==> src/source/debug_msg_pkg.sv <==
// Debug message definitions

package debug_msg_pkg;

    // ------------------------------------------------
    // message geometry
    // ------------------------------------------------
    // "DBG: " + 16 counting bytes + CR LF
    localparam int MSG_LEN   = 23;
    // index wide enough to hold MSG_LEN itself
    localparam int MSG_IDX_W = 5;

    // one byte on the debug path
    typedef logic [7:0] dbg_byte_t;

    // ------------------------------------------------
    // state encodings
    // ------------------------------------------------
    // sequencer, waiting or sending
    typedef enum logic {
        MSG_IDLE,
        MSG_SEND
    } msg_state_t;

    // serial frame phases
    typedef enum logic [1:0] {
        TX_IDLE,
        TX_START,
        TX_DATA,
        TX_STOP
    } tx_state_t;

    // ------------------------------------------------
    // message table, entry 0 sent first
    // ------------------------------------------------
    localparam dbg_byte_t [0:MSG_LEN-1] DBG_MSG = {
        8'h44, 8'h42, 8'h47, 8'h3A, 8'h20,
        8'h00, 8'h01, 8'h02, 8'h03,
        8'h04, 8'h05, 8'h06, 8'h07,
        8'h08, 8'h09, 8'h0A, 8'h0B,
        8'h0C, 8'h0D, 8'h0E, 8'h0F,
        // carriage return, line feed
        8'h0D, 8'h0A
    };

endpackage

==> src/source/button_trigger.sv <==
// Push button trigger

`timescale 1ns/1ps

module button_trigger (
    input  logic clk,
    input  logic resetb,
    input  logic btn_i,
    output logic trigger_o
);

    // three stage synchroniser, stage 2 is the clean copy
    logic [2:0] btn_sync;
    // last synchronised value for edge detect
    logic       btn_prev;

    // ------------------------------------------------
    // sync chain and edge pulse
    // ------------------------------------------------
    always_ff @(posedge clk) begin
        if (!resetb) begin
            btn_sync  <= 3'b000;
            btn_prev  <= 1'b0;
            trigger_o <= 1'b0;
        end else begin
            // shift new sample in at the bottom
            btn_sync  <= {btn_sync[1:0], btn_i};
            btn_prev  <= btn_sync[2];
            // rising edge only, held button gives a single pulse
            trigger_o <= btn_sync[2] & ~btn_prev;
        end
    end

endmodule

==> src/source/debug_msg_sequencer.sv <==
// Debug message sequencer

`timescale 1ns/1ps

module debug_msg_sequencer
    import debug_msg_pkg::*;
#(
    parameter int SLOT_CYCLES = 64
) (
    input  logic      clk,
    input  logic      resetb,
    input  logic      trigger_i,
    output dbg_byte_t byte_o,
    output logic      send_o,
    output logic      active_o
);

    // slot counter width, at least one bit
    localparam int SLOT_W = (SLOT_CYCLES > 1) ? $clog2(SLOT_CYCLES) : 1;

    msg_state_t             msg_state;
    logic [SLOT_W-1:0]      slot_cnt;
    logic [MSG_IDX_W-1:0]   byte_idx;
    logic                   slot_end;
    logic                   msg_done;

    // ------------------------------------------------
    // slot bookkeeping
    // ------------------------------------------------
    // last cycle of the current slot
    assign slot_end = (slot_cnt == SLOT_W'(SLOT_CYCLES - 1));
    // all bytes out, this slot only closes the message
    assign msg_done = (byte_idx == MSG_IDX_W'(MSG_LEN));

    // ------------------------------------------------
    // control FSM
    // ------------------------------------------------
    always_ff @(posedge clk) begin
        if (!resetb) begin
            msg_state <= MSG_IDLE;
            slot_cnt  <= '0;
            byte_idx  <= '0;
            send_o    <= 1'b0;
            active_o  <= 1'b0;
        end else begin
            // strobe lasts one cycle
            send_o <= 1'b0;
            case (msg_state)
                MSG_IDLE: begin
                    if (trigger_i) begin
                        msg_state <= MSG_SEND;
                        active_o  <= 1'b1;
                        // one clock already gone at the trigger edge
                        slot_cnt  <= SLOT_W'(1);
                        byte_idx  <= '0;
                    end
                end
                MSG_SEND: begin
                    // triggers are not looked at here
                    if (slot_end) begin
                        slot_cnt <= '0;
                        if (msg_done) begin
                            msg_state <= MSG_IDLE;
                            active_o  <= 1'b0;
                        end else begin
                            send_o   <= 1'b1;
                            byte_idx <= byte_idx + 1'b1;
                        end
                    end else begin
                        slot_cnt <= slot_cnt + 1'b1;
                    end
                end
                default: begin
                    msg_state <= MSG_IDLE;
                    active_o  <= 1'b0;
                end
            endcase
        end
    end

    // byte register, only loaded alongside a strobe
    always_ff @(posedge clk) begin
        if (msg_state == MSG_SEND && slot_end && !msg_done) begin
            byte_o <= DBG_MSG[byte_idx];
        end
    end

endmodule

==> src/source/debug_uart_top.sv <==
// Debug UART top level

`timescale 1ns/1ps

module debug_uart_top
    import debug_msg_pkg::*;
#(
    // clocks per serial bit
    parameter int BAUD_DIV    = 4,
    // clocks per byte slot, keep above 10 * BAUD_DIV
    parameter int SLOT_CYCLES = 64
) (
    input  logic      clk,
    input  logic      resetb,
    input  logic      btn_s2_i,
    output logic      uart_tx_o,
    output dbg_byte_t dbg_byte_o,
    output logic      dbg_send_o,
    output logic      dbg_active_o
);

    // one cycle pulse per button press
    logic btn_trigger;

    // ------------------------------------------------
    // decode, button to trigger
    // ------------------------------------------------
    button_trigger i_button_trigger (
        .clk       (clk),
        .resetb    (resetb),
        .btn_i     (btn_s2_i),
        .trigger_o (btn_trigger)
    );

    // ------------------------------------------------
    // execute, message bytes on a slot grid
    // ------------------------------------------------
    debug_msg_sequencer #(
        .SLOT_CYCLES (SLOT_CYCLES)
    ) i_debug_msg_sequencer (
        .clk       (clk),
        .resetb    (resetb),
        .trigger_i (btn_trigger),
        .byte_o    (dbg_byte_o),
        .send_o    (dbg_send_o),
        .active_o  (dbg_active_o)
    );

    // ------------------------------------------------
    // result, bytes onto the serial line
    // ------------------------------------------------
    // frame always ends inside one slot, so busy is not needed here
    uart_tx_serializer #(
        .BAUD_DIV (BAUD_DIV)
    ) i_uart_tx_serializer (
        .clk       (clk),
        .resetb    (resetb),
        .byte_i    (dbg_byte_o),
        .send_i    (dbg_send_o),
        .uart_tx_o (uart_tx_o),
        .busy_o    ()
    );

endmodule

==> src/source/uart_tx_serializer.sv <==
// UART 8N1 transmitter

`timescale 1ns/1ps

module uart_tx_serializer
    import debug_msg_pkg::*;
#(
    parameter int BAUD_DIV = 4
) (
    input  logic      clk,
    input  logic      resetb,
    input  dbg_byte_t byte_i,
    input  logic      send_i,
    output logic      uart_tx_o,
    output logic      busy_o
);

    // baud counter width, at least one bit
    localparam int BAUD_W = (BAUD_DIV > 1) ? $clog2(BAUD_DIV) : 1;

    tx_state_t         tx_state;
    logic [BAUD_W-1:0] baud_cnt;
    logic [2:0]        bit_cnt;
    dbg_byte_t         shift_q;
    logic              bit_end;

    // last clock of the current bit period
    assign bit_end = (baud_cnt == BAUD_W'(BAUD_DIV - 1));
    // busy for start, data and stop bits
    assign busy_o  = (tx_state != TX_IDLE);

    // ------------------------------------------------
    // frame FSM
    // ------------------------------------------------
    always_ff @(posedge clk) begin
        if (!resetb) begin
            tx_state  <= TX_IDLE;
            baud_cnt  <= '0;
            bit_cnt   <= '0;
            uart_tx_o <= 1'b1;
        end else begin
            // free running within a frame, wraps each bit
            if (tx_state == TX_IDLE || bit_end) begin
                baud_cnt <= '0;
            end else begin
                baud_cnt <= baud_cnt + 1'b1;
            end
            case (tx_state)
                TX_IDLE: begin
                    if (send_i) begin
                        // start bit from the next cycle on
                        tx_state  <= TX_START;
                        uart_tx_o <= 1'b0;
                    end
                end
                TX_START: begin
                    if (bit_end) begin
                        tx_state  <= TX_DATA;
                        bit_cnt   <= '0;
                        uart_tx_o <= shift_q[0];
                    end
                end
                TX_DATA: begin
                    if (bit_end) begin
                        if (bit_cnt == 3'd7) begin
                            tx_state  <= TX_STOP;
                            uart_tx_o <= 1'b1;
                        end else begin
                            bit_cnt   <= bit_cnt + 1'b1;
                            uart_tx_o <= shift_q[1];
                        end
                    end
                end
                TX_STOP: begin
                    // line stays high into idle
                    if (bit_end) begin
                        tx_state <= TX_IDLE;
                    end
                end
                default: begin
                    tx_state  <= TX_IDLE;
                    uart_tx_o <= 1'b1;
                end
            endcase
        end
    end

    // shift register, lsb first
    always_ff @(posedge clk) begin
        if (tx_state == TX_IDLE && send_i) begin
            shift_q <= byte_i;
        end else if (tx_state == TX_DATA && bit_end) begin
            shift_q <= shift_q >> 1;
        end
    end

endmodule

==> config.mk <==
export PLATFORM = sky130hd
export DESIGN_NAME = debug_uart_top
export DESIGN_NICKNAME = d
export VERILOG_FILES = /design/src/source/debug_msg_pkg.sv /design/src/source/button_trigger.sv /design/src/source/debug_msg_sequencer.sv /design/src/source/debug_uart_top.sv /design/src/source/uart_tx_serializer.sv
export SDC_FILE = /design/constraint.sdc
export NUM_CORES = 1
export LEC_CHECK = 0
export BUFFER_PORTS_ARGS = -buffer_cell sky130_fd_sc_hd__clkbuf_2
export CAP_MARGIN = 20
export CELL_PAD_IN_SITES_DETAIL_PLACEMENT = 0
export CELL_PAD_IN_SITES_GLOBAL_PLACEMENT = 1
export CORE_MARGIN = 10
export CORE_UTILIZATION = 48
export CTS_BUF_LIST = sky130_fd_sc_hd__clkbuf_16
export CTS_CLUSTER_SIZE = 24
export DETAILED_ROUTE_END_ITERATION = 12
export GPL_ROUTABILITY_DRIVEN = 1
export PLACE_DENSITY_LB_ADDON = 0.1
export SYNTH_ARGS = -nofsm -noshare
export SYNTH_HDL_FRONTEND = slang
export SYNTH_SLANG_ARGS = --single-unit
==> constraint.sdc <==
create_clock -name clk -period 2.5 [get_ports clk]
set_input_delay 0.375 -clock clk [delete_from_list [all_inputs] [get_ports clk]]
set_output_delay 0.375 -clock clk [all_outputs]
set_load 0.005 [all_outputs]
Word-level counts from Yosys, hierarchy flattened

Memory sizes are Yosys's and may differ from the RTL's. A register that Yosys moved wholly into a read port is not among the register bits.
Index checks and enable logic that the tools add are counted.

Flip-flop bits (word level): 35
ROM bits: 256
Input port bits: 3
Output and inout bits: 11
Word-level logic and storage cells: 89
Memories kept: 1

Add/subtract/negate cells: 4
Equality and inequality tests: 17
Multiplexer cells: 32
Bitwise logic cells: 5
Reduce and logical (&&, ||, !) cells: 17

Memories:

| memory          | depth | bits a word | rd ports | clocked after memory_dff | write ports | RTL line                  | RTL |
|---|---|---|---|---|---|---|---|
| (no name shown) | 32    | 8           | 1        | 1                        | 0           | debug_msg_sequencer.sv:84 | `byte_o <= DBG_MSG[byte_idx];` |

Operators with widths:

| cell                                                                     | count |
|---|---|
| 8-bit 2-to-1 mux                                                         | 2 |
| 5-bit 2-to-1 mux                                                         | 3 |
| 6-bit 2-to-1 mux                                                         | 2 |
| 2-bit inequality test (second input constant)                            | 6 |
| 6-bit case mux with 2 select lines                                       | 1 |
| 1-bit 2-to-1 mux                                                         | 10 |
| 2-bit 2-to-1 mux                                                         | 5 |
| 5-bit case mux with 2 select lines                                       | 1 |
| 3-bit 2-to-1 mux                                                         | 3 |
| 3-bit AND reduction                                                      | 3 |
| 2-bit by 1-bit inequality test with 1-bit output (second input constant) | 4 |
| 2-bit case mux with 4 select lines                                       | 1 |
| 4-bit AND reduction                                                      | 2 |
| 6-bit by 1-bit adder with 6-bit output (second input constant)           | 1 |
| 2-bit == test (second input constant)                                    | 3 |
| 6-bit == test (second input constant)                                    | 1 |
| 5-bit inverter with 6-bit output                                         | 1 |
| 3-bit case mux with 2 select lines                                       | 1 |
| 5-bit by 1-bit adder with 5-bit output (second input constant)           | 1 |
| 5-bit == test (second input constant)                                    | 1 |
| 5-bit AND reduction                                                      | 1 |
| 1-bit logical AND                                                        | 4 |
| 1-bit case mux with 2 select lines                                       | 2 |
| 2-bit nonzero test                                                       | 2 |
| 12 further kinds                                                         | 14 |

Longest topological paths before layout

Word-level depth: 4
Mapped depth: 5
Depth with buffers taken out: 5

Cells and area by module

A second synthesis with hierarchy kept.

Cells, all modules: 210
Area total of the unflattened synthesis: 2152.1 sq um

Modules (own cells, without submodules):

| module              | instances | cells an instance | area an instance (sq um) | sequential area each (sq um) |
|---|---|---|---|---|
| debug_msg_sequencer | 1         | 125               | 1142.3                   | 490.5 |
| uart_tx_serializer  | 1         | 75                | 870.8                    | 400.4 |
| button_trigger      | 1         | 10                | 138.9                    | 100.1 |

Least setup slack after synthesis

OpenSTA, ideal clock, no wires.

Path kind: flip-flop to flip-flop
Start point: register i_debug_msg_sequencer.byte_idx[0]
End point: register i_debug_msg_sequencer.byte_o[0] (enable)
Setup time: 0.377 ns
Arrival: 1.311 ns
Required time: 2.123 ns
Slack: 0.812 ns
Cell stages (with the launch flop): 4
Path buffers: 0
Period minus slack after synthesis: 1.688 ns
Path through: dfxtp_1 -> ha_1 -> and4b_1 -> nor3_2

Longest elaborated chain between the ends: 3
Elaborated cells on any way between the ends: 4
Classes of those cells: 1 x eq/ne; 1 x bitwise; 2 x reduce/logical

RTL lines:

| what                     | RTL line                  | RTL |
|---|---|---|
| start: declaration       | debug_msg_sequencer.sv:23 | `logic [MSG_IDX_W-1:0] byte_idx;` |
| start signal: assignment | debug_msg_sequencer.sv:67 | `byte_idx <= byte_idx + 1'b1;` |
| 5-bit == test            | debug_msg_sequencer.sv:33 | `assign msg_done = (byte_idx == MSG_IDX_W'(MSG_LEN));` |
| 1-bit logical NOT        | debug_msg_sequencer.sv:83 | `if (msg_state == MSG_SEND && slot_end && !msg_done) begin` |
| 1-bit logical AND        | debug_msg_sequencer.sv:83 |  |
| end: declaration         | debug_msg_sequencer.sv:13 | `output dbg_byte_t byte_o,` |

Parallel ways exist; a longest one is shown, timed or not.
A chain may end at the register's enable or synchronous reset.

Final worst setup path

Start point: register i_uart_tx_serializer.tx_state[0]
End point: register i_uart_tx_serializer.uart_tx_o

Longest elaborated chain between the ends: 3
Elaborated cells on any way between the ends: 9
Classes of those cells: 5 x eq/ne; 1 x mux; 3 x reduce/logical

RTL lines:

| what                                                                               | RTL line                 | RTL |
|---|---|---|
| start: declaration                                                                 | uart_tx_serializer.sv:21 | `tx_state_t tx_state;` |
| start signal: assignment                                                           | uart_tx_serializer.sv:37 | `tx_state <= TX_IDLE;` |
| start signal: assignment                                                           | uart_tx_serializer.sv:52 | `tx_state <= TX_START;` |
| start signal: assignment                                                           | uart_tx_serializer.sv:58 | `tx_state <= TX_DATA;` |
| 2-bit == test (tied with other cells)                                              | uart_tx_serializer.sv:48 | `case (tx_state)` |
| 2-bit by 1-bit inequality test with 1-bit output (no line) (tied with other cells) | n/a                      |  |
| 4-bit AND reduction (no line)                                                      | n/a                      |  |
| end signal: assignment                                                             | uart_tx_serializer.sv:60 | `uart_tx_o <= shift_q[0];` |
| end signal: assignment                                                             | uart_tx_serializer.sv:70 | `uart_tx_o <= shift_q[1];` |
| end: declaration                                                                   | uart_tx_serializer.sv:14 | `output logic uart_tx_o,` |

Parallel ways exist; a longest one is shown, timed or not.

==> results_dict.tcl <==
set metrics [dict create \
    timing.critical_path.to_type "register" \
    hpwl_um 2940 \
    report.final.setup_viol 0 \
    number_of_buffers_inserted_for_hold_repair_after_clock_tree_synthesis 0 \
    cp_cell_sequence "inv_1, ha_1, o21ba_1, or3_1, a221o_1" \
    sequential_share_of_the_synthesized_area 0.465 \
    yosys.cell_types.count 53 \
    total_of_flip_flops_plus_latches_after_synthesis 41 \
    fmaxAchievable_mhz 556 \
    timing_hold_violations_final 0 \
    period_needed_ps 1800 \
    cts.sink_count 41 \
    static_power_due_to_leakage_nw 0.851 \
    hold_slack_ps 304 \
    fillCellCount 344 \
    final_antenna_net_count 0 \
    placement.io_buffers 12 \
    top_level_ports 14 \
    area.growth.synth_to_final_pct 14.3 \
    synth_area_per_cell_um2 10.4 \
    clk_latency_ps 280 \
    gr-total-overflow 0 \
    worst_setup_hold_path_clk_slew_ps 60 \
    cts_setup_buffers 0 \
    grt_first_pass_wirelength_um 7100 \
    timing.setup.tns_ps 0 \
    critPathRequiredTime_ps 2670 \
    vias_per_cell 5.79 \
    critical_path.max_stage_delay_ps 380 \
    mappedNetlistArea_mm2 0.00207 \
    grt_setup_unrepaired "no" \
    gpl.final_weighted_congestion 0.829 \
    criticalPathCategory "reg2reg" \
    cts_inserted_buffers 5 \
    worst_ep_arrival_time_ps 1970 \
    std_cell_core_area_mm2 0.00409 \
    worst_ir_drop_vdd_uv 403 \
    synthesis.nets 217 \
    path_buf_inv 1 \
    hold_class "in2reg" \
    maximum_number_of_pins_on_one_net_before_global_route_repair 23 \
    async_s_r_ff_share_synth 0 \
    grt_util_all_layers 0.114 \
    initial_core_util 0.506 \
    post-place-ws_ps 701 \
    die_x_um 85.6 \
    critPathMaxFanout 9 \
    ctsRootBufferMaster "sky130_fd_sc_hd__clkbuf_16" \
    drv_cap 0 \
    drive_above_1_share 0.155 \
    die_area_mm2 0.00733 \
    status "finished, final reports clean" \
    drtPass1Iterations 4 \
    diodes_inserted 0 \
    tritoncts_clock_tree "done" \
    fp.dieH_um 85.6 \
    route.vias.total 1523 \
    top_reg_cell_synth "sky130_fd_sc_hd__dfxtp_1" \
    timing.reg2reg.setup_slack_ps 700 \
    clock_skew_ps 4.29 \
    drcViolationCount 0 \
    synth-edff-count 14 \
    antenna_found_initial 0 \
    synthesis.yosys.warnings 0 \
    ctsLongestPathBuffers 2 \
    timing.final.max_slew_violations 0 \
    timing.final.ws_setup_ps 700 \
    synth_cells 199 \
    setup.worst_path.start_class "register" \
    final_net_count 230 \
    critical-path-top-delay-family "compound AO/OA/AOI/OAI gates" \
    drt_wl_total_um 4000 \
    p_per_area_mw_per_mm2 672 \
    critical-path-slowest-cell "sky130_fd_sc_hd__dfxtp_1" \
    cts-htree-levels 2 \
    first_global_vias 1484 \
    fin_crit_sh 0.720 \
    cts.repair.resized 0 \
    routed_length_per_placed_instance_um 15.2 \
    drt_first_iter_violations 75 \
    num_rows 23 \
]
## synthesized netlist by cell type, types with 2 or more instances
cell | n | area share
sky130_fd_sc_hd__nor3b_1 | 2 | 0.0073
sky130_fd_sc_hd__o211ai_1 | 3 | 0.011
sky130_fd_sc_hd__o31ai_1 | 3 | 0.011
sky130_fd_sc_hd__ha_1 | 15 | 0.091
sky130_fd_sc_hd__nor2b_1 | 3 | 0.0091
sky130_fd_sc_hd__buf_1 | 2 | 0.0036
sky130_fd_sc_hd__clkbuf_1 | 4 | 0.0073
sky130_fd_sc_hd__mux2_1 | 4 | 0.022
sky130_fd_sc_hd__nor4_1 | 5 | 0.015
sky130_fd_sc_hd__dfxtp_1 | 27 | 0.26
sky130_fd_sc_hd__o21ai_0 | 3 | 0.0073
sky130_fd_sc_hd__nand3_1 | 9 | 0.022
sky130_fd_sc_hd__nor2_1 | 2 | 0.0036
sky130_fd_sc_hd__nand3b_1 | 2 | 0.0073
sky130_fd_sc_hd__and3b_2 | 2 | 0.0097
sky130_fd_sc_hd__a211oi_1 | 3 | 0.011
sky130_fd_sc_hd__and2_1 | 7 | 0.021
sky130_fd_sc_hd__edfxtp_1 | 14 | 0.20
sky130_fd_sc_hd__a21oi_1 | 9 | 0.022
sky130_fd_sc_hd__o21ai_1 | 6 | 0.015
sky130_fd_sc_hd__or3_1 | 3 | 0.0091
sky130_fd_sc_hd__nand2b_1 | 5 | 0.015
sky130_fd_sc_hd__nand2_1 | 15 | 0.027
sky130_fd_sc_hd__mux2i_1 | 8 | 0.039
sky130_fd_sc_hd__and3_1 | 2 | 0.0061
sky130_fd_sc_hd__mux2_2 | 3 | 0.016
sky130_fd_sc_hd__nor3_1 | 2 | 0.0048
sky130_fd_sc_hd__nand4_1 | 3 | 0.0091
sky130_fd_sc_hd__inv_1 | 9 | 0.016
## area by class of cell
cell class                 instances  area [um2]  share of cell area
inverter                          10        37.5              0.0159
sequential                        41         961               0.407
multi-input combinational        140        1030               0.437
clock buffer                       5         125              0.0529
clock inverter                     3        68.8              0.0291
tap                               50        62.6              0.0265
timing repair buffer              14        75.1              0.0318
## per-stage QoR
| step | power, mW | cell area, um2 | std cells | util |
|---|---|---|---|---|
| global route | 1.65 | 2360 | 263 | 0.578 |
| floorplan | 0.763 | 2070 | 199 | - |
| finish | 1.59 | 2360 | 263 | 0.578 |
| CTS | 1.61 | 2360 | 263 | 0.578 |
| global placement | 0.776 | 2170 | 255 | 0.531 |
| detailed placement | 0.780 | 2170 | 255 | 0.531 |
## logic make-up after synthesis
family	synth area share
AOI/OAI and AO/OA	0.131
DFF	0.465
adders and majority gates	0.0908
buffers and inverters	0.0351
muxes	0.0769
other	0.00181
and+or+nand+nor	0.200
## flip-flops by register name, summed over array words and instances (netlist names), 2 cells and up
name,cells
i_uart_tx_serializer.baud_cnt,2
i_uart_tx_serializer.shift_q,7
i_uart_tx_serializer.tx_state,2
i_uart_tx_serializer.bit_cnt,3
i_debug_msg_sequencer.byte_idx,5
i_debug_msg_sequencer.byte_o,7
i_debug_msg_sequencer.slot_cnt,6
i_button_trigger.btn_sync,3
## metal layers
layer,GRT usage,part of all wire,wire length [um],up-vias
li1,-,-,-,768
met4,0.0344,0.0047,19,0
met2,0.181,0.47,1890,26
met1,0.143,0.48,1910,727
met5,0,0,0,-
met3,0.0369,0.045,180,2
## worst reg2reg max path: stages, from the launching register on
cell,delay [ps]
sky130_fd_sc_hd__dfxtp_1,380
sky130_fd_sc_hd__inv_1,100
sky130_fd_sc_hd__ha_1,310
sky130_fd_sc_hd__o21ba_1,250
sky130_fd_sc_hd__or3_1,310
sky130_fd_sc_hd__a221o_1,350
## placed cells by master (no fill, tap or decap), drive strengths merged, types with 2 or more instances in the layout
master	n
and2	7
o31ai	3
nand2b	5
mux2	7
a21oi	9
nand4	3
bufinv	2
nor4	5
and3b	3
nor2b	3
and3	2
a211oi	3
mux2i	8
edfxtp	14
o21ba	2
ha	15
nor2	2
nand3	9
nor3	3
o211ai	3
nand3b	2
dfxtp	27
clkbuf	17
nor3b	2
or3	3
buf	2
o21ai	9
a2111oi	2
nand2	16
inv	11
## worst paths after layout
kind                                     to  cells past startpoint                        startpoint
max          i_uart_tx_serializer.uart_tx_o                      5  i_uart_tx_serializer.tx_state[0]
min            i_button_trigger.btn_sync[0]                      2                          btn_s2_i
max reg2reg  i_uart_tx_serializer.uart_tx_o                      5  i_uart_tx_serializer.tx_state[0]
min reg2reg      i_button_trigger.trigger_o                      1         i_button_trigger.btn_prev
## report_power, final
part	internal [mW]	switching, mW	total (mW)
registers	0.695	0.00841	0.704
logic	0.0272	0.0340	0.0612
clock network	0.575	0.250	0.825
total	1.30	0.292	1.59
Note: power is estimated with default switching activity, not from simulation.
